## src/hw/dsc_pkg.sv

```systemverilog
//####################
// descriptor layout, read request and response,
// channel config and engine output types
//####################

package dsc_pkg;

    // marks a descriptor that may go to the engine
    localparam logic [15:0] dsc_magic = 16'had4b;

    // byte stride between descriptors in memory
    localparam int dsc_bytes = 32;

    typedef enum logic [0:0] {
        ch0 = 1'b0,
        ch1 = 1'b1
    } ch_e;

    typedef logic [29:0] seq_id_t;

    // adjacent is the size of the next block minus one
    typedef struct packed {
        logic [63:0]  next_addr;
        logic [159:0] payload;
        logic [8:0]   reserved;
        logic [5:0]   adjacent;
        logic [15:0]  magic;
        logic         stop;
    } dsc_t;

    typedef struct packed {
        logic [63:0] init_addr;
        logic [5:0]  init_size;
    } ch_cfg_t;

    typedef struct packed {
        logic [63:0] addr;
        logic [6:0]  count;
        ch_e         ch;
    } rd_req_t;

    typedef struct packed {
        dsc_t data;
        ch_e  ch;
        logic last;
    } rd_rsp_t;

    typedef struct packed {
        ch_e     ch;
        seq_id_t seq_id;
        dsc_t    dsc;
    } eng_dsc_t;

endpackage

```

## src/hw/dsc_read_arbiter.sv

```systemverilog
//####################
// shared read port owner and response router
//####################
`timescale 1ns/1ps

module dsc_read_arbiter (
    input  logic                   clk,
    input  logic                   rst_n,
    input  logic [1:0]             ch_req,
    input  dsc_pkg::rd_req_t [1:0] ch_info,
    output logic [1:0]             grant,
    output logic                   rd_valid,
    input  logic                   rd_ready,
    output dsc_pkg::rd_req_t       rd_req,
    input  logic                   rsp_valid,
    input  dsc_pkg::rd_rsp_t       rsp,
    output logic [1:0]             rsp_valid_ch
);
    import dsc_pkg::*;

    logic accept;
    logic load;

    assign accept = rd_valid & rd_ready;

    // new winner only while the port is idle
    assign load = !rd_valid & (|ch_req);

    always_ff @(posedge clk or negedge rst_n) begin
        if (!rst_n) begin
            rd_valid <= 1'b0;
        end else if (accept) begin
            rd_valid <= 1'b0;
        end else if (load) begin
            rd_valid <= 1'b1;
        end
    end

    // channel 0 wins when both ask
    always_ff @(posedge clk) begin
        if (load) begin
            if (ch_req[0]) begin
                rd_req <= ch_info[0];
            end else begin
                rd_req <= ch_info[1];
            end
        end
    end

    assign grant[0] = accept & (rd_req.ch == ch0);
    assign grant[1] = accept & (rd_req.ch == ch1);

    // beats carry the channel they were requested for
    assign rsp_valid_ch[0] = rsp_valid & (rsp.ch == ch0);
    assign rsp_valid_ch[1] = rsp_valid & (rsp.ch == ch1);

endmodule

```

## config.mk

```make
export PLATFORM = sky130hd
export DESIGN_NAME = dsc_read_arbiter
export DESIGN_NICKNAME = d
export VERILOG_FILES = /design/src/hw/dsc_pkg.sv /design/src/hw/dsc_read_arbiter.sv
export SDC_FILE = /design/constraint.sdc
export NUM_CORES = 1
export LEC_CHECK = 0
export BUFFER_PORTS_ARGS = -buffer_cell sky130_fd_sc_hd__buf_4
export CORE_AREA = 2 2 189 191
export CTS_CLUSTER_SIZE = 14
export DETAILED_ROUTE_END_ITERATION = 6
export DIE_AREA = 0 0 191 193
export SLEW_MARGIN = 40
export SYNTH_ARGS = -nofsm -noshare
export SYNTH_HDL_FRONTEND = slang
export SYNTH_SLANG_ARGS = --single-unit
```

## constraint.sdc

```tcl
create_clock -name clk -period 4.5 [get_ports clk]
set_clock_uncertainty 0.15 [all_clocks]
set_input_delay 0.9 -clock clk [delete_from_list [all_inputs] [get_ports clk]]
set_output_delay 0.9 -clock clk [all_outputs]
set_load 0.01 [all_outputs]
```

Yosys cells after proc, flatten, opt, wreduce, memory -nomap -nowiden --
Index checks and enable logic that the tools add are counted.
Word-level totals: bits in registers 73, input bits 408
Cells by class: mux-type cells 3, bitwise operators 8, reduce and logical (&&, ||, !) cells 3
Operators with widths (number):
- $mux 72 | 1
- $and 1x1->1 | 6
- $mux 1 | 2
- $not 1->1 | 2
- $reduce_bool 2->1 | 1
- $reduce_or 2->1 | 1
- $logic_not 1->1 | 1

Logic depth before layout (Yosys ltp) --
Gate-level depths: netlist of run 1.
word-level depth 4, depth in mapped cells 4, depth with buffers taken out 2

Worst setup path before layout of run 1 --
OpenSTA, ideal clock, no wires.
kind in2reg, start point in ch_req[0], end point reg rd_req[0] in the netlist's numbering (enable), library setup time 504 ps, data arrival time 4281 ps, data required time 3846 ps, path slack -435 ps, stages on the path 4, path buffers 2, cell sequence buf_6 > buf_6 > nor2_1 > nor2_1
Between the ends: word-level cells in the longest chain between the ends 2
RTL lines:
- start, declared | line dsc_read_arbiter.sv:9 | input logic [1:0] ch_req,
- $reduce_or 2->1 | line dsc_read_arbiter.sv:27 | assign load = !rd_valid & (|ch_req);
- $and 1x1->1 | line dsc_read_arbiter.sv:27
- via load | line dsc_read_arbiter.sv:22 | logic load;
- end signal, assigned | line dsc_read_arbiter.sv:43 | rd_req <= ch_info[0];
- end signal, assigned | line dsc_read_arbiter.sv:45 | rd_req <= ch_info[1];
- end, declared | line dsc_read_arbiter.sv:14 | output dsc_pkg::rd_req_t rd_req,
The timed path passes the listed nets, and every way through them passes these cells. A chain may end at the register's enable or synchronous reset.

Worst setup path in the final report of run 1 --
start point in rd_ready, end point out grant[1]
Between the ends: word-level cells in the longest chain between the ends 2
RTL lines:
- start, declared | line dsc_read_arbiter.sv:13 | input logic rd_ready,
- $and 1x1->1 | line dsc_read_arbiter.sv:24 | assign accept = rd_valid & rd_ready;
- $and 1x1->1 | line dsc_read_arbiter.sv:51 | assign grant[1] = accept & (rd_req.ch == ch1);
- end, declared | line dsc_read_arbiter.sv:11 | output logic [1:0] grant,
Every way passes these cells.

==> results.md, run 1 <==
- First DRT Iteration DRCs: 58
- Flops & latches, synth: 73
- First-pass GRT wire length: 14.0 mm
- # IOs: 485
- Layout area overhead: 75.9%
- Final setup TNS: 0 ns
- Fin. Hold Viols: 0
- Maximum vdd drop: 0.000173 V
- Slew Viols, Final: 0
- Worst stage delay on the critical path: 0.18 ns
- Via count of the first global-routing pass: 2401
- Crit path DAT: 1.35 ns
- CTS tree: yes
- Total Routing Usage GR: 0.0542
- Power share of the clock group: 0.386
- Worst Setup Path Type: in2out
- Resized cells post-CTS: 0
- Crit path time final: 2.40 ns
- Worst-Skew Late Latency: 0.35 ns
- LEAKAGE: 2.49 nW
- Clock slew at reported path FFs: 0.06 ns
- Post-detail-place hpwl: 8.07 mm
- CTS Buf Count: 9
- Placed Area: 5580 um^2
- CP Launch Type: primary input
- WP data required: 3.45 ns
- Crit end category: output pin
- Clock sink count: 73
- Die W: 191 um
- Hold_buf cts: 0
- Hold WC Path Type: in2async
- ANT cells: 0
- Routed Wire Length: 10.5 mm
- Slowest-stage cell, CP: and3_1
- Core Area: 35000 um^2
- Total nets after synthesis: 569
- Synthesized cell area: 3340 um^2
- Final core occ: 0.168
- Worst-case clock buffer depth: 2
- Cell Pwr Density: 328 nW/um^2
- Stages on the worst setup path: 3
- Layout cells sized above 1: 0.797
- Mean post-synth cell area: 20.8 um^2
- Slew headroom: 0.625
- Height of the chip: 193 um
- ANT nets after route: 0
- Setup violations, final: 0
- Drt wl/cell: 12.2 um
- Max Cap Viol: 0
- Post-placement cell count: 844
- Fin crit share: 0.534
- Ys Warns: 0
- Global route total overflow: 0
- P_sw: 0.462 mW
- Commonest non-fill, non-tap cells in the layout: buf_4 (229), edfxtp_1 (72), mux2_4 (58), mux2_2 (14), clkbuf_16 (9)
- Post-synthesis cell type count: 12
- Bufs and invs on worst path: 2
- Layout Nets: 802
- Sequential-to-total area share from yosys stat: 0.654
- Top Family by Delay on Critical Path: buffers and inverters
- Vias per Instance: 2.73
- DR pass1 iterations: 4
- Initial antenna violation count: 0
- Vias post-DR: 2349
- Flop pwr share: 0.434
- Row Count: 69
- Port bufs: 227
- Power Total: 1.93 mW
- Most common cell after layout, fill and taps aside: buf_4
- Top cell by count, worst path: buf_4
- Design Area, Final: 5880 um^2
- Initial core utilization: 0.0956
- Combinational share of power: 0.181
- DIE AREA: 36900 um^2
- FMAX: 416 MHz
- Fillers: 3819
- RSZ-0062 raised after global routing: no
- Setup bufs post-CTS: 0
- GP Congestion: 0.642
- Pin count of the biggest net entering global routing: 48
- Int Power: 1.47 mW
- Crit-path cells: buf_4 > and3_1 > buf_4
- Run status: complete, no violations
- Worst-margin pin slew: 0.563 ns
- Sw Share: 0.240
- H-tree depth: 3
- Max FO, Critical Path: 2
- Synth Instances: 161
- Clock root cell: clkbuf_16
- Final instance count without filler cells: 860
- # DRC: 0
- R2R cell count: 2
per-layer routing:
metal  vias up  routed length (um)  GRT usage  part of all wire
met5         -                   0          0                 0
met4         0                 436     0.0420             0.042
met3        23                 840     0.0210             0.080
met2       124                5330     0.0881              0.51
met1      1106                3850     0.0566              0.37
li1       1096                   -          -                 -
cell families (layout without fill, tap and decap cells):
kind of cell    Yosys count  count (layout)  share of synthesized area
flops                    73              73                      0.654
buf+inv                   8             246                     0.0251
compound gates            1               1                    0.00262
mux                      72              72                      0.308
simple gates              7               7                     0.0101
cells in the mapped netlist, drive strengths merged:
cell type / instances / area [um^2]
o31a: 1 / 8.76
edfxtp: 72 / 2160
mux2: 72 / 1030
nor2: 3 / 11.3
and3: 1 / 6.26
and2: 1 / 6.26
dfrtp: 1 / 25.0
nor2b: 1 / 6.26
buf: 8 / 83.8
nand2: 1 / 3.75
through the flow:
stage,worst slack (ns),hold slack [ns]
finish,2.10,0.157
global route,2.01,0.129
CTS,2.00,0.126
detailed placement,1.82,0.480
global placement,1.82,0.461
floorplan,0.804,0.454
worst paths after layout:
kind	start	end	slack, ns
min in group clk	rd_valid$_DFFE_PN0P_	rd_valid$_DFFE_PN0P_	0.49
hold / removal	rst_n	rd_valid$_DFFE_PN0P_	0.16
setup / recovery	rd_ready	grant[1]	2.10
max in group asynchronous	rst_n	rd_valid$_DFFE_PN0P_	3.96
hold reg to reg	rd_valid$_DFFE_PN0P_	rd_valid$_DFFE_PN0P_	0.49
setup reg to reg	rd_valid$_DFFE_PN0P_	rd_req[31]$_DFFE_PP_	2.93
power groups by stage:
stage	clock network, mW	logic, mW	registers [mW]
3_5_place_dp	0	0.356	0.852
5_1_grt	0.804	0.375	0.842
2_1_floorplan	0	0.119	0.877
3_3_place_gp	0	0.351	0.851
6_report	0.744	0.348	0.837
4_1_cts	0.784	0.357	0.838
state kept, by name (all words and copies together) (netlist names):
register,count
rd_req,72
rd_valid,1
layout make-up:
cell class	count	area [um^2]	area share
repair buffers	230	1740	0.296
flip-flops and latches	73	2190	0.372
well taps	461	577	0.0981
multi-input cells	80	1080	0.183
clock inverters	6	67.6	0.0115
clock buffers	10	229	0.0390
worst register-to-register path, cell delays in order, from the launching register on:
cell and delay (ns):
dfrtp_1 0.44, nor2_4 0.13, buf_4 0.43
No activity file was read; power rests on OpenSTA's default activity.
==> run 2, diff against run 1 <==
Settings changed: ABC_AREA set to 1, CORE_AREA 2 2 189 191 to 2 2 187 189, DIE_AREA 0 0 191 193 to 0 0 189 191.
Clock period 4.5 ns to 2.45 ns, I/O delays scaled along.
==> run 2 against run 1 <==
  * Hold slack improved by 0.089 ns
  * Final cell count rose by 17%
  * Power up 94%
  * Global-route usage rose by 0.96 points
  * Clock power up 55%
  * Flip-flop and latch count unchanged
  * Register-to-register slack got worse by 2.1 ns
  * Non-clock buffer count up 6
  * First-iteration DRC count rose by 8.6%
  * Via count grew 23%
==> results.md, run 2 <==
- CTS tree: yes
- Setup violations, final: 0 (unchanged)
- First DRT Iteration DRCs: 63 (+8.6%)
- Flops & latches, synth: 73 (unchanged)
- Flop pwr share: 0.452 (+0.018)
- Combinational share of power: 0.241 (+0.060)
- Max FO, Critical Path: 3 (+1)
- Synth cell count leaders: nand2_1 (220), edfxtp_1 (72), buf_6 (8), buf_2 (6), inv_1 (6)
- DIE AREA: 36100 um^2 (-2.1%)
- Max reg flops: 72 (unchanged)
- GP Congestion: 0.719 (+12%)
- Layout cells sized above 1: 0.448 (-0.349)
- Initial core utilization: 0.0933 (-0.00228)
- Drt wl/cell: 11.6 um (-4.5%)
- Pre-CTS WS: 0.433 ns (-1.39 ns)
- Total Routing Usage GR: 0.0638 (+0.00962)
- Pin count of the biggest net entering global routing: 41 (-15%)
- Clock root cell: clkbuf_16
- Ys flop type: edfxtp_1
- Post-synth top area share: 0.679 (+0.0323)
- Sequential-to-total area share from yosys stat: 0.687 (+0.0327)
- Post-synthesis mux area share: 0 (-0.308)
- FF-to-FF setup slack: 0.83 ns (-2.10 ns)
- FMAX: 572 MHz
- Cell Pwr Density: 659 nW/um^2 (+100%)
- Worst-Skew Late Latency: 0.33 ns (-0.02 ns)
- LEAKAGE: 2.66 nW (+6.7%)
- Worst-margin pin slew: 0.458 ns (-0.105 ns)
- Synth Area in XOR/XNOR: 0 (unchanged)
- Vias post-DR: 2888 (+23%)
- Crit-path cells: nor2_1 > buf_4
- Synthesized cell area: 3180 um^2 (-4.8%)
- Synth Instances: 319 (+98%)
- P_sw: 1.00 mW (+120%)
- Clock sink count: 73 (unchanged)
- Post-detail-place hpwl: 9.41 mm (+17%)
- Initial antenna violation count: 1 (+1)
- Layout Nets: 959 (+20%)
- Worst setup path start: rd_req[0]$_DFFE_PP_
- Port bufs: 227 (unchanged)
- R2R Path Start: rd_valid$_DFFE_PN0P_
- Max Cap Viol: 0 (unchanged)
- Fin. Hold Viols: 0 (unchanged)
- Final setup TNS: 0 ns (unchanged)
- Mean post-synth cell area: 9.98 um^2 (-52%)
- Top Family by Delay on Critical Path: flip-flops
- Height of the chip: 191 um (-1.0%)
- Crit path DAT: 1.11 ns (-0.24 ns)
- Global route total overflow: 0 (unchanged)
- Routed Wire Length: 11.7 mm (+12%)
- Int Power: 2.74 mW (+87%)
- Total nets after synthesis: 727 (+28%)
- Ys Warns: 0 (unchanged)
- Slowest-stage cell, CP: edfxtp_1
- Simple-Gate Fraction of Synth Area: 0.263 (+0.253)
- Via count of the first global-routing pass: 2832 (+18%)
- Most common cell in the netlist: nand2_1
- ANT nets after route: 0 (unchanged)
- Fillers: 3813 (-0.16%)
- # IOs: 485 (unchanged)
- Number of flops mapped to enable cells by yosys: 72 (unchanged)
- Worst Setup Path Type: reg2out
- Synth Area in Compound Gates: 0.00157 (-0.00105)
- Worst stage delay on the critical path: 0.49 ns (+0.31 ns)
- Die W: 189 um (-1.0%)
- First-pass GRT wire length: 16.5 mm (+18%)
- Biggest regs: rd_req x72, rd_valid x1
- Resized cells post-CTS: 0 (unchanged)
- Commonest non-fill, non-tap cells in the layout: buf_4 (232), nand2_1 (220), edfxtp_1 (72), clkbuf_16 (9), inv_1 (5)
- Slew Viols, Final: 0 (unchanged)
- Power share of the clock group: 0.307 (-0.079)
- DR pass1 iterations: 4 (unchanged)
- Biggest register: rd_req
- Post-Synth Adder-Cell Area: 0 (unchanged)
- Clock slew at reported path FFs: 0.06 ns (about the same)
- CP Launch Type: flip-flop
- Post-synthesis cell type count: 10 (-2)
- Worst-case clock buffer depth: 2 (unchanged)
- Top post-synthesis cells by area: edfxtp_1 (68%), nand2_1 (26%), buf_6 (2.8%)
- Setup bufs post-CTS: 0 (unchanged)
- Slew headroom: 0.695 (+0.0700)
- Row Count: 68 (-1.4%)
- Run status: complete, no violations
- Synth area leader: edfxtp_1
- Worst setup margin: 0.701 ns (-1.40 ns)
- H-tree depth: 3 (unchanged)
- Maximum vdd drop: 0.000288 V (+67%)
- Hold WC Path Type: in2reg
- Most common cell after layout, fill and taps aside: buf_4
- CTS Buf Count: 9 (unchanged)
- Layout area overhead: 78.7%
- WP data required: 1.81 ns (-1.64 ns)
- Fin crit share: 0.714
- Crit path time final: 1.75 ns
- RSZ-0062 raised after global routing: no
- Bufs and invs on worst path: 1 (-1)
- Crit end category: output pin
- Sw Share: 0.268 (+0.0281)
- Hold_buf cts: 1 (+1)
- Core Area: 34100 um^2 (-2.4%)
- Post-synth ARST share: 0.0137 (unchanged)
- Vias per Instance: 2.86 (+4.8%)
- Worst Hold Launch: ch_req[1]
- Largest family of logic cells by synthesized area: simple AND/OR/NAND/NOR gates
- # DRC: 0 (unchanged)
==> run 2: cell types whose count changed after synthesis, sizes merged <==
cell   change
and2       -1
and3       -1
buf        +7
inv        +7
mux2      -72
nand2    +219
nor2b      -1
o21ai      +1
o31a       -1
==> run 2: cell type report <==
cell class | instances | area (um^2) | share of cell area
tap | 455 | 569 | 0.100
timing repair buffer | 236 | 1810 | 0.319
clock buffer | 11 | 233 | 0.0409
sequential | 73 | 2190 | 0.385
inverter | 7 | 30.0 | 0.00528
multi-input combinational | 224 | 846 | 0.149
antenna | 1 | 2.50 | 0.000440
clock inverter | 2 | 8.76 | 0.00154
==> run 2: layer usage <==
layer,global-route usage,vias to the layer above,part of all wire
li1,-,1477,-
met1,0.0716,1277,0.39
met2,0.110,123,0.51
met3,0.0206,11,0.076
met4,0.0297,0,0.023
met5,0,-,0
==> run 2: path summary, 6_finish.rpt <==
path                                              to  cells after the start
worst max-delay path                        grant[0]                      2
worst min-delay path            rd_valid$_DFFE_PN0P_                      3
worst max register to register   rd_req[8]$_DFFE_PP_                      4
worst min register to register  rd_valid$_DFFE_PN0P_                      2
max in group asynchronous       rd_valid$_DFFE_PN0P_                      2
min in group asynchronous       rd_valid$_DFFE_PN0P_                      2
==> run 2: cells by family after synthesis <==
kind of cell           count (synthesis)
buffers and inverters                 22
and+or+nand+nor                      223
AOI/OAI and AO/OA                      1
DFF                                   73
==> run 2: tightest hold or removal path, stage by stage <==
cell and delay (ns):
buf_4 0.08, o21ai_2 0.06, nand2_1 0.06
==> run 2: metrics by stage <==
| stage | util | total power [mW] | hold slack [ns] | cell area [um^2] | std cells |
|---|---|---|---|---|---|
| finish | 0.167 | 3.75 | 0.246 | 5690 | 1009 |
| global route | 0.167 | 3.97 | 0.247 | 5690 | 1008 |
| CTS | 0.167 | 3.86 | 0.223 | 5690 | 1008 |
| detailed placement | 0.159 | 2.65 | 0.132 | 5430 | 994 |
| global placement | 0.159 | 2.64 | 0.130 | 5430 | 994 |
| floorplan | - | 2.03 | 0.0444 | 3190 | 319 |
==> run 2: power by group through the flow <==
stage                     clock [mW]  sequential, mW  combinational, mW
after global placement             0            1.72              0.923
after CTS                       1.23            1.70              0.932
after global routing            1.26            1.71              0.987
after floorplan                    0            1.81              0.212
after detailed placement           0            1.72              0.930
final                           1.15            1.69              0.903
