File: src/hw/dsc_pkg.sv
//####################
// descriptor layout, read request and response,
// channel config and engine output types
//####################

package dsc_pkg;

    // marks a descriptor that may go to the engine
    localparam logic [15:0] dsc_magic = 16'had4b;

    // byte stride between descriptors in memory
    localparam int dsc_bytes = 32;

    typedef enum logic [0:0] {
        ch0 = 1'b0,
        ch1 = 1'b1
    } ch_e;

    typedef logic [29:0] seq_id_t;

    // adjacent is the size of the next block minus one
    typedef struct packed {
        logic [63:0]  next_addr;
        logic [159:0] payload;
        logic [8:0]   reserved;
        logic [5:0]   adjacent;
        logic [15:0]  magic;
        logic         stop;
    } dsc_t;

    typedef struct packed {
        logic [63:0] init_addr;
        logic [5:0]  init_size;
    } ch_cfg_t;

    typedef struct packed {
        logic [63:0] addr;
        logic [6:0]  count;
        ch_e         ch;
    } rd_req_t;

    typedef struct packed {
        dsc_t data;
        ch_e  ch;
        logic last;
    } rd_rsp_t;

    typedef struct packed {
        ch_e     ch;
        seq_id_t seq_id;
        dsc_t    dsc;
    } eng_dsc_t;

endpackage

File: src/hw/dsc_dispatcher.sv
//####################
// round-robin head selection onto the engine port
//####################
`timescale 1ns/1ps

module dsc_dispatcher (
    input  logic                   clk,
    input  logic                   rst_n,
    input  logic [1:0]             head_ok,
    input  dsc_pkg::dsc_t [1:0]    head,
    input  dsc_pkg::seq_id_t [1:0] seq_id,
    output logic [1:0]             pop,
    input  logic                   eng_full,
    output logic                   eng_write,
    output dsc_pkg::eng_dsc_t      eng_dsc,
    output logic [1:0]             chan_done
);
    import dsc_pkg::*;

    ch_e rr_ptr;

    // pointer moves whether or not the pointed head is ready
    always_ff @(posedge clk or negedge rst_n) begin
        if (!rst_n) begin
            rr_ptr <= ch0;
        end else if (!eng_full) begin
            rr_ptr <= (rr_ptr == ch0) ? ch1 : ch0;
        end
    end

    assign eng_write = head_ok[rr_ptr] & !eng_full;

    always_comb begin
        eng_dsc.ch     = rr_ptr;
        eng_dsc.seq_id = seq_id[rr_ptr];
        eng_dsc.dsc    = head[rr_ptr];
    end

    assign pop[0] = eng_write & (rr_ptr == ch0);
    assign pop[1] = eng_write & (rr_ptr == ch1);

    // done leaves together with the stop descriptor
    assign chan_done[0] = pop[0] & head[0].stop;
    assign chan_done[1] = pop[1] & head[1].stop;

endmodule

File: config.mk
export PLATFORM = sky130hd
export DESIGN_NAME = dsc_dispatcher
export DESIGN_NICKNAME = d
export VERILOG_FILES = /design/src/hw/dsc_pkg.sv /design/src/hw/dsc_dispatcher.sv
export SDC_FILE = /design/constraint.sdc
export NUM_CORES = 1
export LEC_CHECK = 0
export BUFFER_PORTS_ARGS = -buffer_cell sky130_fd_sc_hd__buf_2
export CAP_MARGIN = 15
export CORE_AREA = 2 2 337 339
export DETAILED_ROUTE_END_ITERATION = 10
export DIE_AREA = 0 0 339 341
export PLACE_DENSITY = 0.3
export SLEW_MARGIN = 5
export SYNTH_ARGS = -nofsm -noshare
export SYNTH_HDL_FRONTEND = slang
export SYNTH_SLANG_ARGS = --single-unit
File: constraint.sdc
create_clock -name clk -period 1.4 [get_ports clk]
set_clock_uncertainty 0.15 [all_clocks]
set_input_delay 0.14 -clock clk [delete_from_list [all_inputs] [get_ports clk]]
set_output_delay 0.14 -clock clk [all_outputs]
set_load 0.01 [all_outputs]
-- Word-level counts from Yosys, hierarchy flattened
Cells that the tools add are included.
- register bits after elaboration: 1
- output and inout bits: 292
- logic and storage cells: 16
- magnitude comparators: 1
- muxes and demuxes: 7
- bitwise operators: 6
- reduce and logical (&&, ||, !) cells: 1
- operator list (operator ; count):
    $mux W256 ; 2
    $mux W30 ; 2
    $and A1 B1 Y1 ; 5
    $mux W1 ; 3
    $lt A1 B2 Y1 const B ; 1
    $logic_not A1 Y1 ; 1
    $not A1 Y1 ; 1

-- Longest topological paths before layout
Gate-level depths: netlist of the first run.
- depth after elaboration: 5
- depth in mapped cells: 4
- depth with buffers taken out: 2

-- Least setup slack after synthesis of the first run
No wires, ideal clock.
- path kind: reg2out
- start: reg rr_ptr
- end: out eng_dsc[169] (netlist bit)
- arrival time: 1093 ps
- data required time: 1110 ps
- setup slack: 17 ps
- stages on the path, launching flop included: 4
- buffers on the path: 2
- path through: dfrtp_1 buf_6 clkbuf_8 mux2_2
- RTL lines (item ; RTL line ; text):
    from (decl) ; dsc_dispatcher.sv:20 ; ch_e rr_ptr;
    from (signal assigned) ; dsc_dispatcher.sv:25 ; rr_ptr <= ch0;
    from (signal assigned) ; dsc_dispatcher.sv:27 ; rr_ptr <= (rr_ptr == ch0) ? ch1 : ch0;
    to (decl) ; dsc_dispatcher.sv:15 ; output dsc_pkg::eng_dsc_t eng_dsc,

==> results of run 1 <==
how the worst max path moves through the flow:
stage,slack (ns),end,start,cells after the start
final,-0.33,eng_dsc[256],rr_ptr,4
after global routing,-0.37,eng_dsc[256],rr_ptr,4
after global placement,-0.39,eng_dsc[256],rr_ptr,4
after floorplan,0.02,eng_dsc[169],rr_ptr,3
after detailed placement,-0.40,eng_dsc[256],rr_ptr,4
after CTS,-0.35,eng_dsc[285],rr_ptr,5
Yosys cell counts, drive strengths merged:
cell type	number
mux2i	1
and3b	1
xnor2	1
nand2	2
nor3b	1
nor2	3
dfrtp	1
clkbuf	22
mux2	285
buf	11
nand2b	2
per-stage QoR:
step / utilization (%) / hold slack [ns] / TNS [ns] / setup WS, ns / cell area (um2)
after floorplan: - / -0.3056 / 0 / 0.01678 / 3732
after global placement: 8.851 / -0.2283 / -71.61 / -0.3862 / 9903
after detailed placement: 8.851 / -0.2291 / -73.17 / -0.3965 / 9903
after CTS: 9.185 / 0.3961 / -80.53 / -0.3516 / 10280
after global routing: 9.517 / 0.4371 / -87.38 / -0.3697 / 10650
final: 9.539 / 0.3600 / -75.73 / -0.3318 / 10670
metal layers:
layer / part of all wire, % / track usage (%)
met1: 43 / 13.86
met2: 46 / 17.94
met3: 9.3 / 3.064
met4: 1.5 / 0.02778
met5: 0.14 / 0
layout by cell type, fill, tap and decap left out, types with 2 or more instances in the layout:
| master | Yosys | final |
|---|---|---|
| buf_4 | 1 | 22 |
| nand2_1 | 2 | 2 |
| clkbuf_16 | 0 | 3 |
| mux2_2 | 285 | 256 |
| diode_2 | 0 | 11 |
| buf_16 | 0 | 3 |
| buf_2 | 0 | 813 |
| mux2_4 | 0 | 29 |
| buf_12 | 1 | 9 |
| nor2_1 | 3 | 2 |
| buf_6 | 9 | 66 |
cells by family (layout without fill, tap and decap cells):
logic type                after synthesis  in the layout
other                                   0             11
buffers and inverters                  33            918
xor gates and xnor gates                1              1
and+or+nand+nor                         9              9
DFF                                     1              1
muxes                                 286            286
power by group:
part           internal (mW)  switching, mW
sequential            0.0550         0.0518
clock             0.00000106              0
combinational           7.80           6.58
layout make-up:
| cell class | instances | area share (%) |
|---|---|---|
| timing repair buffer | 918 | 50.04 |
| multi-input combinational | 296 | 31.85 |
| tap | 1500 | 17.59 |
| sequential | 1 | 0.2696 |
| antenna | 11 | 0.2579 |
critical path: cells and delay by family (launching register included):
family	cells	cell delay (ns)
flops	1	0.52
mux	1	0.32
buf+inv	3	0.53
timing repair:
action	4_1_cts	5_1_grt
hold buffers	1	0
cloned	1	4
hold endpoints to repair	1	0
buffers inserted	2	6
setup endpoints to repair	292	292
gates resized for setup	70	53
==> summary.txt, run 1 <==
FINISH
-------------------------------------------------------------------------------------------------
Net total in the final layout ......................................................         1794
Combined area of the multi-input logic cells .......................................     3400 um2
Flip-flop count of the largest register, all copies and words added ................            1
Filler cells .......................................................................        13241
Layout cells sized above 1 .........................................................       99.26%
Layout Cells excl Fill .............................................................         2726
Area used by sequential logic in the layout ........................................    28.78 um2
Register containing the most flip-flops in the final layout ........................       rr_ptr
Biggest registers after layout ..................................................... rr_ptr: 1 flops
Growth of design area from synthesis to finish .....................................       186.0%

GLOBAL ROUTING
-------------------------------------------------------------------------------------------------
Global route total overflow ........................................................            0
Wire length of the first global-routing pass .......................................     78760 um
All-Layer GR Usage .................................................................       10.53%
Number of antenna violations at the first check in global routing ..................          118
Pin count of the biggest net entering global routing ...............................           27
Via count of the first global-routing pass .........................................         6759

SYNTHESIS
-------------------------------------------------------------------------------------------------
Combined area of all synthesized cells .............................................     3732 um2
Cells after Synth ..................................................................          330
Warnings from Yosys ................................................................            0
Register area share after synthesis ................................................      0.6705%
Syn avg cell area ..................................................................    11.31 um2
Synthesized-area fraction occupied by ao, oa, aoi and oai cells ....................           0%
Combinational family with the most area after synthesis ............................ multiplexers
Leading cell types by total area after synthesis ................................... mux2_2 (86%), clkbuf_8 (8.1%), buf_6 (2.7%), dfrtp_1 (0.67%), buf_12 (0.54%)
Synthesized net count ..............................................................          907
Xor and xnor area share after synthesis ............................................      0.2347%
Top-area cell type share of the netlist area .......................................       85.99%
Adder and majority cell fraction of the synthesized area ...........................           0%
Portion of netlist area occupied by mux cells ......................................       86.26%
Post-synth top area cell ...........................................................       mux2_2
Number of distinct library cell variants in the gate-level netlist after synthesis .           13
Synthesized-area fraction occupied by and/or/nand/nor cells ........................       1.274%
Count of state elements after synthesis ............................................            1

PLACEMENT
-------------------------------------------------------------------------------------------------
HPWL after detailed placement ......................................................     61550 um
Placer congestion estimate .........................................................       0.9436
Post-placement cell count ..........................................................         2702
Number of buffer cells added on primary ports ......................................          868

ROUTING
-------------------------------------------------------------------------------------------------
Via-per-instance ratio .............................................................        2.560
Average routed wire per standard cell ..............................................     24.13 um
Starting DRC count in detailed routing .............................................          180
WL final ...........................................................................     65770 um
DR DRC count .......................................................................            0
Total via count in the routed design ...............................................         6979
First-pass DRT Iterations ..........................................................            4
Number of nets with antenna violations after routing ...............................            0

TIMING
-------------------------------------------------------------------------------------------------
Setup repair after global routing missed its margin ................................         true
Crit path time final ...............................................................     1.732 ns
Endpoints failing hold .............................................................            0
Post-route setup slack .............................................................   -0.3318 ns
Worst-margin pin slew ..............................................................    0.3519 ns
Number of pins exceeding their max-slew limit in the final report ..................            0
Highest attainable clock frequency .................................................    577.4 MHz
Worst slew slack as a fraction of its limit ........................................       76.37%
Share of the clock period used by the worst path after layout ......................       123.7%
Number of failing setup endpoints in the final timing report .......................          292

FLOORPLANNING
-------------------------------------------------------------------------------------------------
Vertical extent of the die .........................................................       341 um
Die Area ...........................................................................   115600 um2
FP Rows ............................................................................          123
# IOs ..............................................................................          869
Die Width ..........................................................................       339 um
Core Region ........................................................................   111900 um2
Starting density of the core .......................................................       3.336%

CRITICAL PATH
-------------------------------------------------------------------------------------------------
Data arrival time of the critical path .............................................      1.44 ns
Depth of the most critical reg-to-reg path .........................................            3
Ordered cell list for the critical path ............................................ buf_16 > buf_12 > mux2_4 > buf_2
Worst-path cell with the longest stage delay .......................................      dfrtp_4
WP data required ...................................................................      1.11 ns
Setup crit start kind ..............................................................     register
Path type of the worst setup path ..................................................      reg2out
Maximum fanout along the worst path ................................................           16
Worst reg2reg path startpoint ......................................................       rr_ptr
Category of the worst setup path capture point ..................................... primary output
Worst path max stage delay .........................................................      0.52 ns
Reg2reg end ........................................................................       rr_ptr
Setup slack, reg-to-reg ............................................................     -0.13 ns

OUTCOME
-------------------------------------------------------------------------------------------------
Outcome ............................................................................ complete, but fails checks
Failing checks ..................................................................... setup timing

CLOCK TREE
-------------------------------------------------------------------------------------------------
Clock insertion delay at the later pin of the skew report ..........................         0 ns
CTS clock-pin slew for the worst setup and hold paths ..............................         0 ns

HOLD PATH
-------------------------------------------------------------------------------------------------
Worst min path class ...............................................................       in2reg
Endpoint, Worst Hold ...............................................................       rr_ptr
Origin of the worst min-delay path .................................................     eng_full
Hold Path Cell Cnt .................................................................            2

JOB
-------------------------------------------------------------------------------------------------
Total of max-cap violations ........................................................            0

PWR
-------------------------------------------------------------------------------------------------
Peak supply drop ...................................................................    0.4626 mV
P per Cell Area ....................................................................  1358 nW/um2
Reported leakage power .............................................................     5.174 nW
Total Power ........................................................................     14.49 mW

Note: power is estimated with default switching activity, not from simulation.
==> run 2: changes to the inputs <==
- CORE_AREA: 2 2 337 339 -> 2 2 334 336
- DIE_AREA: 0 0 339 341 -> 0 0 336 338
- clock period: 1.4 -> 1.7 ns (I/O delays scaled with it)
==> run 2 against run 1 <==
Compared with the run above: the run still ends with setup timing left; hold slack worse by 0.029 ns; highest routed layer unchanged; register-to-register slack better by 0.78 ns; largest cell class unchanged; global-route usage fell by 0.66 points; first-iteration DRC count is 29% lower; critical endpoint is now eng_dsc[273]; setup slack improved by 0.24 ns; die area decreased by 1.8%; total power rose by 1.7%.
==> summary.txt, run 2 (synthesized netlist as in run 1, its figures left out) <==
TIMING
----------------------------------------------------------------------------------
Crit path time final ................................................     1.789 ns
Setup repair after global routing missed its margin .................         true
Highest attainable clock frequency ..................................    558.9 MHz
Share of the clock period used by the worst path after layout .......       105.3%
Endpoints failing hold ..............................................            0
Worst-margin pin slew ...............................................    0.2013 ns
Final-layout worst hold slack .......................................    0.3308 ns
Worst slew slack as a fraction of its limit .........................       86.52%
Post-route setup slack ..............................................  -0.08934 ns
Number of pins exceeding their max-slew limit in the final report ...            0
Number of failing setup endpoints in the final timing report ........          265

FINISH
----------------------------------------------------------------------------------
Growth of design area from synthesis to finish ......................       220.0%
Flip-flop count of the largest register, all copies and words added .            1
Commonest non-fill, non-tap cell in the layout ......................        buf_2
Layout cells sized above 1 ..........................................       99.27%
Register containing the most flip-flops in the final layout .........       rr_ptr
Filler cells ........................................................        12819
Biggest registers after layout ...................................... rr_ptr: 1 flops
Net total in the final layout .......................................         1809
Post-layout instance area ...........................................    11940 um2
Commonest cells after routing, fill and taps aside .................. buf_2 (700), mux2_2 (223), buf_6 (167), mux2_4 (62), buf_4 (17)
Layout Cells excl Fill ..............................................         2730

CRITICAL PATH
----------------------------------------------------------------------------------
Depth of the most critical reg-to-reg path ..........................            2
Setup slack, reg-to-reg .............................................      0.65 ns
Worst reg2reg path startpoint .......................................       rr_ptr
Crit-path most repeated cell ........................................       buf_12
Worst path max stage delay ..........................................      0.51 ns
Setup crit start kind ...............................................     register
Worst-path cell with the longest stage delay ........................      dfrtp_4
Ordered cell list for the critical path ............................. buf_6 > buf_12 > buf_8 > mux2_4 > buf_12
Path type of the worst setup path ...................................      reg2out
WP data required ....................................................      1.38 ns
Reg2reg end .........................................................       rr_ptr
Data arrival time of the critical path ..............................      1.47 ns
Category of the worst setup path capture point ...................... primary output
Maximum fanout along the worst path .................................            8

FLOORPLANNING
----------------------------------------------------------------------------------
FP Rows .............................................................          122
Starting density of the core ........................................       3.391%
Core Region .........................................................   110100 um2
Die Width ...........................................................       336 um
Vertical extent of the die ..........................................       338 um
# IOs ...............................................................          869
Die Area ............................................................   113600 um2

ROUTING
----------------------------------------------------------------------------------
Starting DRC count in detailed routing ..............................          127
First-pass DRT Iterations ...........................................            6
Number of nets with antenna violations after routing ................            0
Total via count in the routed design ................................         7061
Via-per-instance ratio ..............................................        2.586
DR DRC count ........................................................            0
Average routed wire per standard cell ...............................     23.45 um
WL final ............................................................     64010 um

GLOBAL ROUTING
----------------------------------------------------------------------------------
Global route total overflow .........................................            0
Via count of the first global-routing pass ..........................         6687
Wire length of the first global-routing pass ........................     72480 um
Number of antenna violations at the first check in global routing ...           95
Pin count of the biggest net entering global routing ................           29
All-Layer GR Usage ..................................................       9.868%

HOLD PATH
----------------------------------------------------------------------------------
Hold Path Cell Cnt ..................................................            2
Origin of the worst min-delay path ..................................     eng_full
Worst min path class ................................................       in2reg
Endpoint, Worst Hold ................................................       rr_ptr

PWR
----------------------------------------------------------------------------------
Reported leakage power ..............................................     5.760 nW
Peak supply drop ....................................................    0.6537 mV
P per Cell Area .....................................................  1235 nW/um2

PLACEMENT
----------------------------------------------------------------------------------
Placer congestion estimate ..........................................       0.8722
HPWL after detailed placement .......................................     58870 um
Area post-placement .................................................     9951 um2
Number of buffer cells added on primary ports .......................          868
Post-placement cell count ...........................................         2686

CLOCK TREE
----------------------------------------------------------------------------------
CTS clock-pin slew for the worst setup and hold paths ...............         0 ns
Clock insertion delay at the later pin of the skew report ...........         0 ns

OUTCOME
----------------------------------------------------------------------------------
Failing checks ...................................................... setup timing
Outcome ............................................................. complete, but fails checks

JOB
----------------------------------------------------------------------------------
Total of max-cap violations .........................................            0

run 2: changes by cell type in the layout (fill, tap and decap cells not counted), moves of 5 or more:
cell | previous run | this run
clkbuf_16 | 3 | 14
mux2_4 | 29 | 62
buf_12 | 9 | 15
buf_6 | 66 | 167
buf_8 | 1 | 16
buf_4 | 22 | 17
buf_2 | 813 | 700
mux2_2 | 256 | 223
run 2: timing repair:
action                                 4_1_cts  5_1_grt
resized for setup                           41      303
endpoints found under the hold margin        1        0
hold buffers                                 1        0
buffers inserted                             5        9
gates cloned                                 0       17
setup endpoints to repair                  237      243
pin swaps                                    0        1
run 2: worst max-delay path by stage:
stage / start / to / cells past startpoint
5_1_grt: rr_ptr / eng_dsc[279] / 5
6_report: rr_ptr / eng_dsc[273] / 5
4_1_cts: rr_ptr / eng_dsc[96] / 4
3_5_place_dp: rr_ptr / chan_done[1] / 5
2_1_floorplan: rr_ptr / eng_dsc[169] / 3
3_3_place_gp: rr_ptr / eng_dsc[166] / 4
run 2: routing by layer:
layer	vias to the layer above	wire, um	global-route usage, %
met3	114	7379	4.010
met5	-	98	0
met2	596	28420	15.80
met1	3258	27110	12.97
met4	16	1003	0.4007
li1	3077	-	-
run 2: cell type report:
class | instances | area (um2) | share of cell area (%)
Antenna cell | 12 | 30.03 | 0.2514
Multi-Input combinational cell | 296 | 3528 | 29.54
Sequential cell | 1 | 28.78 | 0.2409
Tap cell | 1488 | 1862 | 15.59
Timing Repair Buffer | 933 | 6495 | 54.38
run 2: worst max-delay path: cells and delay by family, from the launching register on:
kind / cells / cell delay (ns)
mux: 1 / 0.32
buf+inv: 4 / 0.58
flops: 1 / 0.51
run 2: through the flow:
stage                     power [mW]  setup TNS, ns  setup WS [ns]  utilization [%]
final                          14.75         -10.59       -0.08934            10.85
after detailed placement       10.84         -8.804        -0.1043            9.041
after global routing           15.68         -22.54        -0.1310            10.84
after floorplan                6.270              0         0.2868                -
after global placement         10.91         -6.329       -0.08779            9.041
after CTS                      11.26         -7.724        -0.1091            9.219
run 2: power by group:
part / switching [mW] / internal [mW] / total, mW
sequential: 0.0382 / 0.0451 / 0.0833
clock: 0 / 0.000000907 / 0.000000907
combinational: 6.17 / 8.50 / 14.7
